<file path="src/ppu_vga_pkg.sv">
package ppu_vga_pkg;

    typedef enum logic [2:0] {
        HS_VIS,
        HS_FP,
        HS_PULSE,
        HS_BP,
        HS_IDLE
    } vga_hs_state_t;

    typedef enum logic [2:0] {
        VS_PRE,
        VS_VIS,
        VS_FP,
        VS_PULSE,
        VS_BP
    } vga_vs_state_t;

    // horizontal, in pixel ticks
    localparam logic [9:0] H_LAST      = 10'd340;
    localparam logic [9:0] H_VIS_END   = 10'd255;
    localparam logic [9:0] H_FP_END    = 10'd262;
    localparam logic [9:0] H_PULSE_END = 10'd303;
    localparam logic [9:0] H_BP_END    = 10'd323;

    // vertical, in lines
    localparam logic [9:0] V_LAST      = 10'd523;
    localparam logic [9:0] V_PRE_END   = 10'd3;
    localparam logic [9:0] V_VIS_END   = 10'd483;
    localparam logic [9:0] V_FP_END    = 10'd493;
    localparam logic [9:0] V_PULSE_END = 10'd495;

    typedef logic [5:0] pixel_idx_t;

    typedef struct packed {
        logic [2:0] r;
        logic [2:0] g;
        logic [1:0] b;
    } rgb332_t;

    typedef struct packed {
        logic [1:0] rsvd;
        pixel_idx_t idx;
    } pix_lane_t;

    // same write word, decoded by target address
    typedef union packed {
        pix_lane_t [3:0] pix;       // lane 0 is the lowest pixel
        struct packed {
            logic [17:0] rsvd_hi;
            pixel_idx_t  backdrop;
            logic [6:0]  rsvd_lo;
            logic        crt_en;
        } ctrl;
    } axil_wdata_u;

    // pixel words from 0x000 up to 0x0fc for a full line
    localparam logic [11:0] ADDR_PIX_BASE = 12'h000;
    localparam logic [11:0] ADDR_CTRL     = 12'h100;
    localparam logic [11:0] ADDR_SWAP     = 12'h104;
    localparam logic [11:0] ADDR_STATUS   = 12'h108;

    localparam logic [1:0] RESP_OKAY   = 2'b00;
    localparam logic [1:0] RESP_SLVERR = 2'b10;

    // nes colours packed as {r, g, b}
    localparam logic [7:0] NES_PAL [0:63] = '{
        8'h6D, 8'h22, 8'h02, 8'h42, 8'h81, 8'hA0, 8'hA0, 8'h60,
        8'h44, 8'h08, 8'h08, 8'h04, 8'h05, 8'h00, 8'h00, 8'h00,
        8'hB6, 8'h0F, 8'h27, 8'h83, 8'hA2, 8'hE1, 8'hC4, 8'hC8,
        8'h8C, 8'h10, 8'h14, 8'h10, 8'h12, 8'h00, 8'h00, 8'h00,
        8'hFF, 8'h37, 8'h53, 8'hB3, 8'hEF, 8'hEE, 8'hED, 8'hF0,
        8'hF4, 8'h98, 8'h59, 8'h5E, 8'h1F, 8'h00, 8'h00, 8'h00,
        8'hFF, 8'hBF, 8'hDB, 8'hDB, 8'hFB, 8'hFB, 8'hF6, 8'hFA,
        8'hFE, 8'hFE, 8'hBE, 8'hBF, 8'h9F, 8'h00, 8'h00, 8'h00
    };

    function automatic rgb332_t nes_palette(input pixel_idx_t idx);
        return rgb332_t'(NES_PAL[idx]);
    endfunction

endpackage

</file>
<file path="src/line_wr_if.sv">
`timescale 1ns/1ps

// host side writes pixel words and requests bank swaps
interface line_wr_if;

    logic                              wr_en;
    logic [5:0]                        wr_word;    // word index, 4 pixels each
    ppu_vga_pkg::pixel_idx_t [3:0]     wr_pixels;
    logic                              swap_req;

    modport host (
        output wr_en,
        output wr_word,
        output wr_pixels,
        output swap_req
    );

    modport buffer (
        input wr_en,
        input wr_word,
        input wr_pixels,
        input swap_req
    );

endinterface

</file>
<file path="src/axil_pixel_port.sv">
`timescale 1ns/1ps

module axil_pixel_port #(
    parameter int LINE_PIXELS = 256,
    parameter int ADDR_W      = 12
) (
    input  logic                       clk,
    input  logic                       rst_n,

    input  logic [ADDR_W-1:0]          awaddr,
    input  logic                       awvalid,
    output logic                       awready,
    input  logic [31:0]                wdata,
    input  logic [3:0]                 wstrb,
    input  logic                       wvalid,
    output logic                       wready,
    output logic [1:0]                 bresp,
    output logic                       bvalid,
    input  logic                       bready,
    input  logic [ADDR_W-1:0]          araddr,
    input  logic                       arvalid,
    output logic                       arready,
    output logic [31:0]                rdata,
    output logic [1:0]                 rresp,
    output logic                       rvalid,
    input  logic                       rready,

    line_wr_if.host                    lw,
    input  logic                       swap_pending,
    input  logic [9:0]                 row,
    input  ppu_vga_pkg::vga_vs_state_t vs_state,
    output logic                       crt_en,
    output ppu_vga_pkg::pixel_idx_t    backdrop
);

    ppu_vga_pkg::axil_wdata_u wd;
    ppu_vga_pkg::axil_wdata_u ctrl_rd;
    logic [ADDR_W-1:0] pix_off;
    logic wr_hs, rd_hs;
    logic aw_is_pix, aw_is_ctrl, aw_is_swap;
    logic [31:0] rd_word;
    logic        rd_ok;

    assign wd      = wdata;
    assign wr_hs   = awready && awvalid && wvalid;
    assign rd_hs   = arready && arvalid;
    assign pix_off = awaddr - ADDR_W'(ppu_vga_pkg::ADDR_PIX_BASE);

    assign aw_is_pix  = (awaddr >= ADDR_W'(ppu_vga_pkg::ADDR_PIX_BASE)) &&
                        (pix_off < ADDR_W'(LINE_PIXELS));
    assign aw_is_ctrl = awaddr == ADDR_W'(ppu_vga_pkg::ADDR_CTRL);
    assign aw_is_swap = awaddr == ADDR_W'(ppu_vga_pkg::ADDR_SWAP);

    // write channel: accept aw+w together, one beat at a time
    always_ff @(posedge clk or negedge rst_n) begin
        if (!rst_n) begin
            awready <= 1'b0;
            wready  <= 1'b0;
            bvalid  <= 1'b0;
        end else begin
            awready <= awvalid && wvalid && !awready && !bvalid;
            wready  <= awvalid && wvalid && !awready && !bvalid;
            if (wr_hs) begin
                bvalid <= 1'b1;
            end else if (bready) begin
                bvalid <= 1'b0;
            end
        end
    end

    always_ff @(posedge clk or negedge rst_n) begin
        if (!rst_n) begin
            lw.wr_en    <= 1'b0;
            lw.swap_req <= 1'b0;
            crt_en      <= 1'b0;
            backdrop    <= '0;
        end else begin
            lw.wr_en    <= wr_hs && aw_is_pix;
            lw.swap_req <= wr_hs && aw_is_swap;
            if (wr_hs && aw_is_ctrl) begin
                if (wstrb[0]) crt_en <= wd.ctrl.crt_en;
                if (wstrb[1]) backdrop <= wd.ctrl.backdrop;
            end
        end
    end

    always_ff @(posedge clk) begin
        if (wr_hs) begin
            lw.wr_word <= 6'(pix_off >> 2);
            for (int k = 0; k < 4; k++) begin
                lw.wr_pixels[k] <= wd.pix[k].idx;
            end
            bresp <= (aw_is_pix || aw_is_ctrl || aw_is_swap) ?
                     ppu_vga_pkg::RESP_OKAY : ppu_vga_pkg::RESP_SLVERR;
        end
    end

    // read data, pixel region is write only
    always_comb begin
        ctrl_rd               = '0;
        ctrl_rd.ctrl.crt_en   = crt_en;
        ctrl_rd.ctrl.backdrop = backdrop;
        rd_word = '0;
        rd_ok   = 1'b0;
        if (araddr == ADDR_W'(ppu_vga_pkg::ADDR_CTRL)) begin
            rd_word = ctrl_rd;
            rd_ok   = 1'b1;
        end else if (araddr == ADDR_W'(ppu_vga_pkg::ADDR_STATUS)) begin
            rd_word = {14'd0, swap_pending, vs_state != ppu_vga_pkg::VS_VIS, 6'd0, row};
            rd_ok   = 1'b1;
        end
    end

    always_ff @(posedge clk or negedge rst_n) begin
        if (!rst_n) begin
            arready <= 1'b0;
            rvalid  <= 1'b0;
        end else begin
            arready <= arvalid && !arready && !rvalid;
            if (rd_hs) begin
                rvalid <= 1'b1;
            end else if (rready) begin
                rvalid <= 1'b0;
            end
        end
    end

    always_ff @(posedge clk) begin
        if (rd_hs) begin
            rdata <= rd_word;
            rresp <= rd_ok ? ppu_vga_pkg::RESP_OKAY : ppu_vga_pkg::RESP_SLVERR;
        end
    end

    a_bvalid_after_accept: assert property (
        @(posedge clk) disable iff (!rst_n)
        $rose(bvalid) |-> $past(awready && wready && awvalid && wvalid)
    );

endmodule

</file>
<file path="src/scanline_buffer.sv">
`timescale 1ns/1ps

module scanline_buffer #(
    parameter  int LINE_PIXELS = 256,
    localparam int IDX_W       = $clog2(LINE_PIXELS)
) (
    input  logic                    clk,
    input  logic                    rst_n,
    input  logic                    clk_en,
    line_wr_if.buffer               lw,
    input  logic                    line_end,
    input  logic [IDX_W-1:0]        rd_idx,
    output ppu_vga_pkg::pixel_idx_t rd_pixel,
    output logic                    swap_pending
);

    ppu_vga_pkg::pixel_idx_t mem [2][LINE_PIXELS];
    logic front_sel;   // bank being displayed

    // host fills the back bank
    always_ff @(posedge clk) begin
        if (lw.wr_en) begin
            for (int k = 0; k < 4; k++) begin
                mem[~front_sel][IDX_W'(lw.wr_word * 4 + k)] <= lw.wr_pixels[k];
            end
        end
    end

    always_ff @(posedge clk) begin
        if (clk_en) begin
            rd_pixel <= mem[front_sel][rd_idx];
        end
    end

    // swap waits for the end of the current line
    always_ff @(posedge clk or negedge rst_n) begin
        if (!rst_n) begin
            front_sel    <= 1'b0;
            swap_pending <= 1'b0;
        end else begin
            if (line_end && swap_pending) begin
                front_sel <= ~front_sel;
            end
            if (lw.swap_req) begin
                swap_pending <= 1'b1;
            end else if (line_end) begin
                swap_pending <= 1'b0;
            end
        end
    end

    a_wr_word_range: assert property (
        @(posedge clk) disable iff (!rst_n)
        lw.wr_en |-> (int'(lw.wr_word) < LINE_PIXELS / 4)
    );

endmodule

</file>
<file path="src/vga_timing.sv">
`timescale 1ns/1ps

module vga_timing (
    input  logic                       clk,
    input  logic                       rst_n,
    input  logic                       clk_en,
    output logic [9:0]                 row,
    output logic [9:0]                 col,
    output ppu_vga_pkg::vga_hs_state_t hs_state,
    output ppu_vga_pkg::vga_vs_state_t vs_state,
    output logic                       line_end
);

    ppu_vga_pkg::vga_hs_state_t hs_next;
    ppu_vga_pkg::vga_vs_state_t vs_next;
    logic last_col;

    assign last_col = col == ppu_vga_pkg::H_LAST;
    assign line_end = clk_en && last_col;

    always_ff @(posedge clk or negedge rst_n) begin
        if (!rst_n) begin
            col <= '0;
            row <= '0;
        end else if (clk_en) begin
            col <= last_col ? 10'd0 : col + 10'd1;
            if (last_col) begin
                row <= (row == ppu_vga_pkg::V_LAST) ? 10'd0 : row + 10'd1;
            end
        end
    end

    always_comb begin
        case (hs_state)
            ppu_vga_pkg::HS_VIS:
                hs_next = (col < ppu_vga_pkg::H_VIS_END) ? ppu_vga_pkg::HS_VIS
                                                         : ppu_vga_pkg::HS_FP;
            ppu_vga_pkg::HS_FP:
                hs_next = (col < ppu_vga_pkg::H_FP_END) ? ppu_vga_pkg::HS_FP
                                                        : ppu_vga_pkg::HS_PULSE;
            ppu_vga_pkg::HS_PULSE:
                hs_next = (col < ppu_vga_pkg::H_PULSE_END) ? ppu_vga_pkg::HS_PULSE
                                                           : ppu_vga_pkg::HS_BP;
            ppu_vga_pkg::HS_BP:
                hs_next = (col < ppu_vga_pkg::H_BP_END) ? ppu_vga_pkg::HS_BP
                                                        : ppu_vga_pkg::HS_IDLE;
            ppu_vga_pkg::HS_IDLE:
                hs_next = last_col ? ppu_vga_pkg::HS_VIS : ppu_vga_pkg::HS_IDLE;
            default:
                hs_next = ppu_vga_pkg::HS_VIS;
        endcase
    end

    // vertical moves only on the last tick of a line
    always_comb begin
        vs_next = vs_state;
        if (last_col) begin
            case (vs_state)
                ppu_vga_pkg::VS_PRE:
                    if (row == ppu_vga_pkg::V_PRE_END) vs_next = ppu_vga_pkg::VS_VIS;
                ppu_vga_pkg::VS_VIS:
                    if (row == ppu_vga_pkg::V_VIS_END) vs_next = ppu_vga_pkg::VS_FP;
                ppu_vga_pkg::VS_FP:
                    if (row == ppu_vga_pkg::V_FP_END) vs_next = ppu_vga_pkg::VS_PULSE;
                ppu_vga_pkg::VS_PULSE:
                    if (row == ppu_vga_pkg::V_PULSE_END) vs_next = ppu_vga_pkg::VS_BP;
                ppu_vga_pkg::VS_BP:
                    if (row == ppu_vga_pkg::V_LAST) vs_next = ppu_vga_pkg::VS_PRE;
                default:
                    vs_next = ppu_vga_pkg::VS_PRE;
            endcase
        end
    end

    always_ff @(posedge clk or negedge rst_n) begin
        if (!rst_n) begin
            hs_state <= ppu_vga_pkg::HS_VIS;
            vs_state <= ppu_vga_pkg::VS_PRE;
        end else if (clk_en) begin
            hs_state <= hs_next;
            vs_state <= vs_next;
        end
    end

    a_col_range: assert property (
        @(posedge clk) disable iff (!rst_n) col <= ppu_vga_pkg::H_LAST
    );

    a_row_range: assert property (
        @(posedge clk) disable iff (!rst_n) row <= ppu_vga_pkg::V_LAST
    );

endmodule

</file>
<file path="src/vga_pixel_out.sv">
`timescale 1ns/1ps

module vga_pixel_out #(
    parameter  int LINE_PIXELS = 256,
    localparam int IDX_W       = $clog2(LINE_PIXELS)
) (
    input  logic                       clk,
    input  logic                       rst_n,
    input  logic                       clk_en,
    input  logic [9:0]                 row,
    input  logic [9:0]                 col,
    input  ppu_vga_pkg::vga_hs_state_t hs_state,
    input  ppu_vga_pkg::vga_vs_state_t vs_state,
    output logic [IDX_W-1:0]           rd_idx,
    input  ppu_vga_pkg::pixel_idx_t    rd_pixel,
    input  logic                       crt_en,
    input  ppu_vga_pkg::pixel_idx_t    backdrop,
    output logic                       vsync_n,
    output logic                       hsync_n,
    output logic [2:0]                 vga_r,
    output logic [2:0]                 vga_g,
    output logic [1:0]                 vga_b,
    output logic                       blank
);

    logic visible;
    logic show_pix;     // lines up with rd_pixel
    ppu_vga_pkg::rgb332_t color;

    assign rd_idx  = col[IDX_W-1:0];
    assign visible = (vs_state == ppu_vga_pkg::VS_VIS) &&
                     (hs_state == ppu_vga_pkg::HS_VIS);

    // one tick behind timing, same as the buffer read
    always_ff @(posedge clk or negedge rst_n) begin
        if (!rst_n) begin
            hsync_n  <= 1'b1;
            vsync_n  <= 1'b1;
            blank    <= 1'b1;
            show_pix <= 1'b0;
        end else if (clk_en) begin
            hsync_n  <= hs_state != ppu_vga_pkg::HS_PULSE;
            vsync_n  <= vs_state != ppu_vga_pkg::VS_PULSE;
            blank    <= !visible;
            show_pix <= visible && (!row[0] || !crt_en);   // odd rows dark in crt mode
        end
    end

    assign color = ppu_vga_pkg::nes_palette(show_pix ? rd_pixel : backdrop);
    assign vga_r = color.r;
    assign vga_g = color.g;
    assign vga_b = color.b;

endmodule

</file>
<file path="src/ppu_vga_top.sv">
`timescale 1ns/1ps

module ppu_vga_top #(
    parameter int LINE_PIXELS = 256,
    parameter int ADDR_W      = 12
) (
    input  logic              clk,
    input  logic              rst_n,
    input  logic              clk_en,

    input  logic [ADDR_W-1:0] awaddr,
    input  logic              awvalid,
    output logic              awready,
    input  logic [31:0]       wdata,
    input  logic [3:0]        wstrb,
    input  logic              wvalid,
    output logic              wready,
    output logic [1:0]        bresp,
    output logic              bvalid,
    input  logic              bready,
    input  logic [ADDR_W-1:0] araddr,
    input  logic              arvalid,
    output logic              arready,
    output logic [31:0]       rdata,
    output logic [1:0]        rresp,
    output logic              rvalid,
    input  logic              rready,

    output logic              vsync_n,
    output logic              hsync_n,
    output logic [2:0]        vga_r,
    output logic [2:0]        vga_g,
    output logic [1:0]        vga_b,
    output logic              blank
);

    localparam int IDX_W = $clog2(LINE_PIXELS);

    logic [9:0] row, col;
    logic       line_end;
    logic       swap_pending;
    logic       crt_en;
    logic [IDX_W-1:0]           rd_idx;
    ppu_vga_pkg::pixel_idx_t    rd_pixel;
    ppu_vga_pkg::pixel_idx_t    backdrop;
    ppu_vga_pkg::vga_hs_state_t hs_state;
    ppu_vga_pkg::vga_vs_state_t vs_state;

    line_wr_if lw_i ();

    axil_pixel_port #(.LINE_PIXELS(LINE_PIXELS), .ADDR_W(ADDR_W)) port_i (
        .clk, .rst_n,
        .awaddr, .awvalid, .awready, .wdata, .wstrb, .wvalid, .wready,
        .bresp, .bvalid, .bready,
        .araddr, .arvalid, .arready, .rdata, .rresp, .rvalid, .rready,
        .lw(lw_i.host),
        .swap_pending, .row, .vs_state, .crt_en, .backdrop
    );

    scanline_buffer #(.LINE_PIXELS(LINE_PIXELS)) buf_i (
        .clk, .rst_n, .clk_en,
        .lw(lw_i.buffer),
        .line_end, .rd_idx, .rd_pixel, .swap_pending
    );

    vga_timing timing_i (
        .clk, .rst_n, .clk_en,
        .row, .col, .hs_state, .vs_state, .line_end
    );

    vga_pixel_out #(.LINE_PIXELS(LINE_PIXELS)) out_i (
        .clk, .rst_n, .clk_en,
        .row, .col, .hs_state, .vs_state,
        .rd_idx, .rd_pixel, .crt_en, .backdrop,
        .vsync_n, .hsync_n, .vga_r, .vga_g, .vga_b, .blank
    );

endmodule

</file>
<file path="config.mk">
export PLATFORM = sky130hd
export DESIGN_NAME = ppu_vga_top
export DESIGN_NICKNAME = d
export VERILOG_FILES = /design/src/ppu_vga_pkg.sv /design/src/line_wr_if.sv /design/src/axil_pixel_port.sv /design/src/scanline_buffer.sv /design/src/vga_timing.sv /design/src/vga_pixel_out.sv /design/src/ppu_vga_top.sv
export SDC_FILE = /design/constraint.sdc
export NUM_CORES = 2
export LEC_CHECK = 0
export BUFFER_PORTS_ARGS = -buffer_cell sky130_fd_sc_hd__buf_4
export CORE_MARGIN = 5
export CORE_UTILIZATION = 45
export CTS_CLUSTER_SIZE = 12
export DETAILED_ROUTE_END_ITERATION = 10
export PLACE_DENSITY = 0.58
export SYNTH_ARGS = -nofsm -noshare
export SYNTH_HDL_FRONTEND = slang
export SYNTH_HIERARCHICAL = 1
export SYNTH_SLANG_ARGS = --single-unit
</file>
<file path="constraint.sdc">
create_clock -name clk -period 3.8 [get_ports clk]
set_clock_uncertainty 0.05 [all_clocks]
set_input_delay 0.38 -clock clk [delete_from_list [all_inputs] [get_ports clk]]
set_output_delay 0.38 -clock clk [all_outputs]
set_load 0.02 [all_outputs]
</file>
# --- Yosys cells after proc, flatten, opt, wreduce, memory -nomap -nowiden ---
# Memories as Yosys holds them, arrays and structs flattened.
# Cells that the tools add are included.
op_classes:
  addsub: 5
  n_mul: 0
  n_div: 0
  n_lt_le_gt_ge: 16
  eq_ne: 26
  shift: 0
  n_mux: 4653
  bitwise: 4616
  reduce_logical: 40
ops:
  columns: ["operator", "count"]
  rows:
  - ["$mux 1536", 4]
  - ["$mux 1", 4619]
  - ["$or 1x1->1", 4608]
  - ["$demux 6 s8", 4]
  - ["$bmux 6 s8", 1]
  - ["$eq 12x9->1 const B", 4]
  - ["$ge 9x9->1 const B", 5]
  - ["$not 8->9", 5]
  - ["$mux 6", 7]
  - ["$eq 10x9->1 const B", 4]
  - ["$lt 9x1->1 const B", 4]
  - ["$lt 10x9->1 const B", 3]
  - ["$mux 10", 3]
  - ["$pmux 3 s5", 2]
  - ["$mux 3", 7]
  - ["$add 10x1->10 const B", 2]
  - ["$logic_and 1x1->1", 20]
  - ["$add 8x2->8 const B", 2]
  - ["$mux 8", 2]
  - ["$mux 14", 1]
  - ["$eq 3x2->1 const B", 4]
  - ["$ge 12x1->1 const B", 1]
  - ["$lt 12x9->1 const B", 1]
  - ["$eq 10x10->1 const B", 1]
  - ["20 further kinds", 42]
totals:
  ff_bits: 117
  latch_bits: 0
  mem_bits_rw: 3072
  romBits: 512
  inputBits: 68
  out_inout_bits: 52
  wordCells: 9387
  memories: 2
mem_list:
  columns: ["name", "depth", "width", "rd", "rd_ports_with_merged_regs", "write_ports", "line", "source"]
  rows:
  - ["buf_i.mem", 2, 1536, 1, 0, 1, "scanline_buffer.sv:17", "ppu_vga_pkg::pixel_idx_t mem [2][LINE_PIXELS];"]
  - ["(no name shown)", 64, 8, 1, 0, 0, "ppu_vga_pkg.sv:79", "return rgb332_t'(NES_PAL[idx]);"]

# --- Logic depth before layout (Yosys ltp) ---
logic_depth:
  depth_word: 10
  depth_mapped: 14

# --- By module ---
# Netlist, hierarchy kept.
modules_own_cells:
  columns: ["mod", "n_inst", "cells_per_inst", "area_each_um2"]
  rows:
  - ["scanline_buffer", 1, 7661, 129754.4]
  - ["axil_pixel_port", 1, 138, 2309.7]
  - ["vga_timing", 1, 166, 1512.7]
  - ["vga_pixel_out", 1, 148, 1164.9]

# --- Worst setup path before layout ---
# OpenSTA, ideal clock, no wires.
synth_timing:
  kind: "register to register"
  from: "register buf_i.front_sel"
  to: "memory buf_i/mem[0][744] (netlist bit), enable pin"
  setup_ns: 0.435
  arrival_time_ns: 3.432
  setup_slack_ns: -0.117
  path_stages_with_launch: 11
  n_path_buf: 8
  path_cell_list: "dfrtp_1 -> buf_6 -> buf_12 -> buf_12 -> buf_6 -> buf_6 -> buf_6 -> buf_4 -> inv_2 -> clkbuf_1 -> nor3_1"
synth_between:
  elab_chain_len: 1
synth_lines:
  columns: ["element", "line", "source"]
  rows:
  - ["from (decl)", "scanline_buffer.sv:18", "logic front_sel;"]
  - ["from (signal assigned)", "scanline_buffer.sv:42", "front_sel <= ~front_sel;"]
  - ["$not 1->1", "scanline_buffer.sv:24", "mem[~front_sel][IDX_W'(lw.wr_word * 4 + k)] <= lw.wr_pixels[k];"]
  - ["to (decl)", "scanline_buffer.sv:17", null]
# No other way between the ends.

# --- Final worst setup path ---
layout_timing:
  from: "register timing_i.col[1]"
  to: "register buf_i.rd_pixel[1] (data pin)"
layout_between:
  elab_chain_len: 4
layout_lines:
  columns: ["element", "line", "source"]
  rows:
  - ["from (decl)", "vga_timing.sv:8", "output logic [9:0] col,"]
  - ["from (signal assigned)", "vga_timing.sv:26", "col <= last_col ? 10'd0 : col + 10'd1;"]
  - ["$not 8->9 (not written as such)", "scanline_buffer.sv:31", "rd_pixel <= mem[front_sel][rd_idx];"]
  - ["$bmux 6 s8", "scanline_buffer.sv:31", null]
  - ["$mux 6 (not written as such) (2 in a row)", "scanline_buffer.sv:31", null]
  - ["to (signal assigned)", "scanline_buffer.sv:31", null]
  - ["to (decl)", "scanline_buffer.sv:13", "output ppu_vga_pkg::pixel_idx_t rd_pixel,"]
# No other way between the ends. The select of a mux whose other input is x is not followed.
# A chain may end at the register's enable or synchronous reset.

==> reports/qor.yml <==
run_status:
  status: "finished, violations left"
  violations: "negative setup slack"
setup_path:
  slowest_stage: "dfrtp_4"
  worstPathArrival_ps: 4440
  crit_path_frequent_cell: "buf_4"
  crit_chain: "nand2_8 > buf_12 > buf_4 > o221ai_1 > o31ai_1 > a211oi_1 > nand3b_1 > nand4_1 > buf_4 > and4b_1"
  r2r_slack_ps: -60
  end_kind: "register"
  cp-start-kind: "register"
  crit_fanout: 26
  cp_data_required_time_ps: 4380
  path_class: "reg -> reg"
  cpPeakStageDelay_ps: 580
floorplan:
  die_height_um: 557
  core-area_um2: 299000
  initial_core_util_pct: 45.1
  fp.dieW_um: 557
  rows: 201
  fp.dieArea_um2: 310000
  io_pins: 120
placed_design:
  dp_hpwl_mm: 246
  port_buffers: 91
  place_congestion: 0.873
  dpl_worst_slack_ps: -141
synthesis:
  synthDistinctLibCells: 110
  synth_mux_area_share_pct: 13.1
  synth_ff_type: "edfxtp_1"
  ys_ff_latch: 3171
  synth-compound-area-share_pct: 8.74
  syn-cell-area_um2: 135000
  seq_area_frac_synth_pct: 70.5
  yosysTopAreaCell: "edfxtp_1"
  yosysWarnings: 6
  synthAdderAreaFrac_pct: 0.111
  yosysTopAreaCellShare_pct: 69.7
  synth_top_family_by_area: "multiplexers"
  avgSynthCellArea_um2: 16.6
  synth_xor_area_share_pct: 0.0650
  synth-simple-area-share_pct: 4.18
  synthArstFlopShare_pct: 1.42
  synthTopCellsByArea: "edfxtp_1, mux4_2, mux2i_1"
  synthCells: 8113
  synth-edff-count: 3126
sta:
  drv_slew: 0
  slew_headroom_pct: 10.4
  finalCritPeriodShare_pct: 102
  rsz0062_at_grt: "no"
  layout_setup_ws_ps: -62.3
  setup_viol: 2
  hold_viol: 0
  tightestPinTransition_ps: 1340
  layout_min_cycle_time_ps: 3860
  fmaxAchievable_mhz: 259
clocking:
  clockRootBuffer: "clkbuf_16"
  clk_latency_ps: 910
  cts_made_buffers: 336
  clk_pin_slew_ps: 60
  tritoncts: "built"
  h-tree-depth: 5
  clk_path_buf_depth: 4
  clock_sinks: 3171
cells_and_area:
  nets: 8673
  nFillCells: 24300
  syn_to_final_growth_pct: 13.8
  drive_gt1_share_pct: 20.7
route:
  drt_iter0_markers: 9608
  wl_met1_mm: 156
  dr.pass1.iters: 6
  top_layer_used: "met5"
  wl_met3_mm: 32.1
  postRouteAntennaNets: 0
  wl_met2_mm: 190
  wl_per_cell_um: 30.7
  num_vias: 79800
  drc: 0
  routed_via_density: 6.24
  drt_wl_total_mm: 392
grt:
  overflow: 0
  grt_max_degree: 91
  antenna_found_initial: 39
  grt_pass1_vias: 78900
  track_usage_pct: 24.9
  grt_first_pass_wirelength_mm: 561
pwr:
  p_leak_uw: 0.0489
  pwr_density_cell_nw_per_um2: 520
  total_power_uw: 79800
  worst_ir_drop_vdd_v: 0.000361
min_path:
  hold_class: "in -> async"
run:
  drv_cap: 0
==> path summary, 6_finish.rpt <==
check	startpoint	endpoint	depth (start not counted)
worst min-delay path	rst_n	port_i/backdrop[1]	2
worst min register to register	port_i/lw.swap_req	buf_i/swap_pending	1
worst max register to register	timing_i/col[1]	buf_i/rd_pixel[1]	10
worst max-delay path	timing_i/col[1]	buf_i/rd_pixel[1]	10
min in group clk	awaddr[10]	port_i/backdrop[0]	5
max in group asynchronous	rst_n	timing_i/col[1]	2
==> layout by cell type, fill, tap and decap left out, types with 32 or more instances in the layout <==
cell type and n:
clkbuf_1 97, mux4_2 445, clkinv_2 32, mux2i_1 540, nor3_1 137, a21o_1 207
buf_4 632, mux4_1 72, dlygate4sd3_1 52, o22ai_1 151, edfxtp_1 3126, nand3_1 53
dfrtp_1 37, a21oi_1 115, buf_12 109, nor2_2 106, o21ai_0 1050, nand2_1 500
nor2b_1 75, nor2_1 122, o221ai_1 193, clkbuf_16 344, clkinv_1 65
==> sequential cells by signal, summed over array words and instances, names as in the netlist, 3 cells and up <==
| register | flops |
|---|---|
| port_i/lw.wr_word | 6 |
| buf_i/mem | 3072 |
| timing_i/row | 10 |
| port_i/lw.wr_pixels | 24 |
| timing_i/hs_state | 3 |
| port_i/rdata | 16 |
| timing_i/vs_state | 3 |
| port_i/backdrop | 6 |
| buf_i/rd_pixel | 6 |
| timing_i/col | 10 |
==> logic make-up after synthesis <==
logic type | count (synthesis)
other cells | 1
simple gates | 1204
xor+xnor | 10
flops | 3171
mux | 1083
compound gates | 1921
buf+inv | 711
fa+ha+maj | 12
==> metrics by stage <==
step / util [%] / TNS (ps) / instances / hold WS (ps) / cell area (um2)
6_report: 51.3 / -72.3 / 12800 / 32.1 / 153000
5_1_grt: 51.3 / 0 / 12800 / 67.7 / 153000
4_1_cts: 51.2 / 0 / 12800 / 16.6 / 153000
3_5_place_dp: 47.8 / -425 / 12200 / 368 / 143000
3_3_place_gp: 47.8 / -355 / 12200 / 366 / 143000
2_1_floorplan: - / -19700 / 8130 / 34.4 / 135000
==> per-layer routing <==
| layer | up-vias | GRT usage [%] |
|---|---|---|
| met5 | - | 0 |
| met4 | 4 | 8.36 |
| met1 | 41600 | 34.6 |
| met2 | 3805 | 40.5 |
| met3 | 724 | 3.61 |
| li1 | 33700 | - |
==> cell usage after synthesis, drive strengths merged, types with 115 or more instances <==
cell type and number:
edfxtp 3126, o21ai 1061, mux2i 544, mux4 517, nand2 504, clkbuf 414, buf 253, nor2 228
a21o 207, o221ai 200, nor3 162, o22ai 151, a21oi 115
==> layout make-up <==
class | instances | area, um2 | area share (%)
diodes | 12 | 30.0 | 0.0196
repair buffers | 793 | 7450 | 4.86
flip-flops and latches | 3171 | 95000 | 62.0
well taps | 3958 | 4950 | 3.23
inverters | 43 | 220 | 0.144
multi-input cells | 4248 | 35900 | 23.4
clock buffers | 444 | 9010 | 5.88
clock inverters | 117 | 746 | 0.486
==> critical path, delay by kind of cell, from the launching register on <==
family          cells  cell delay [ps]
compound gates      3              930
simple gates        4             1150
flops               1              580
buf+inv             3              870
==> timing repair <==
item | CTS | global route
resized for setup | 3 | 10
hold buffers | 52 | 0
endpoints found under the setup margin | 5 | 7
buffers inserted | 2 | 6
pin swaps | 0 | 1
endpoints found under the hold margin | 116 | 0
==> power breakdown <==
part           leakage [uW]  switching, uW  internal [uW]
registers            0.0287            223          38100
logic                0.0155           7600           3580
clock network       0.00475          13200          17000
Power figures use the tool's default switching activity.
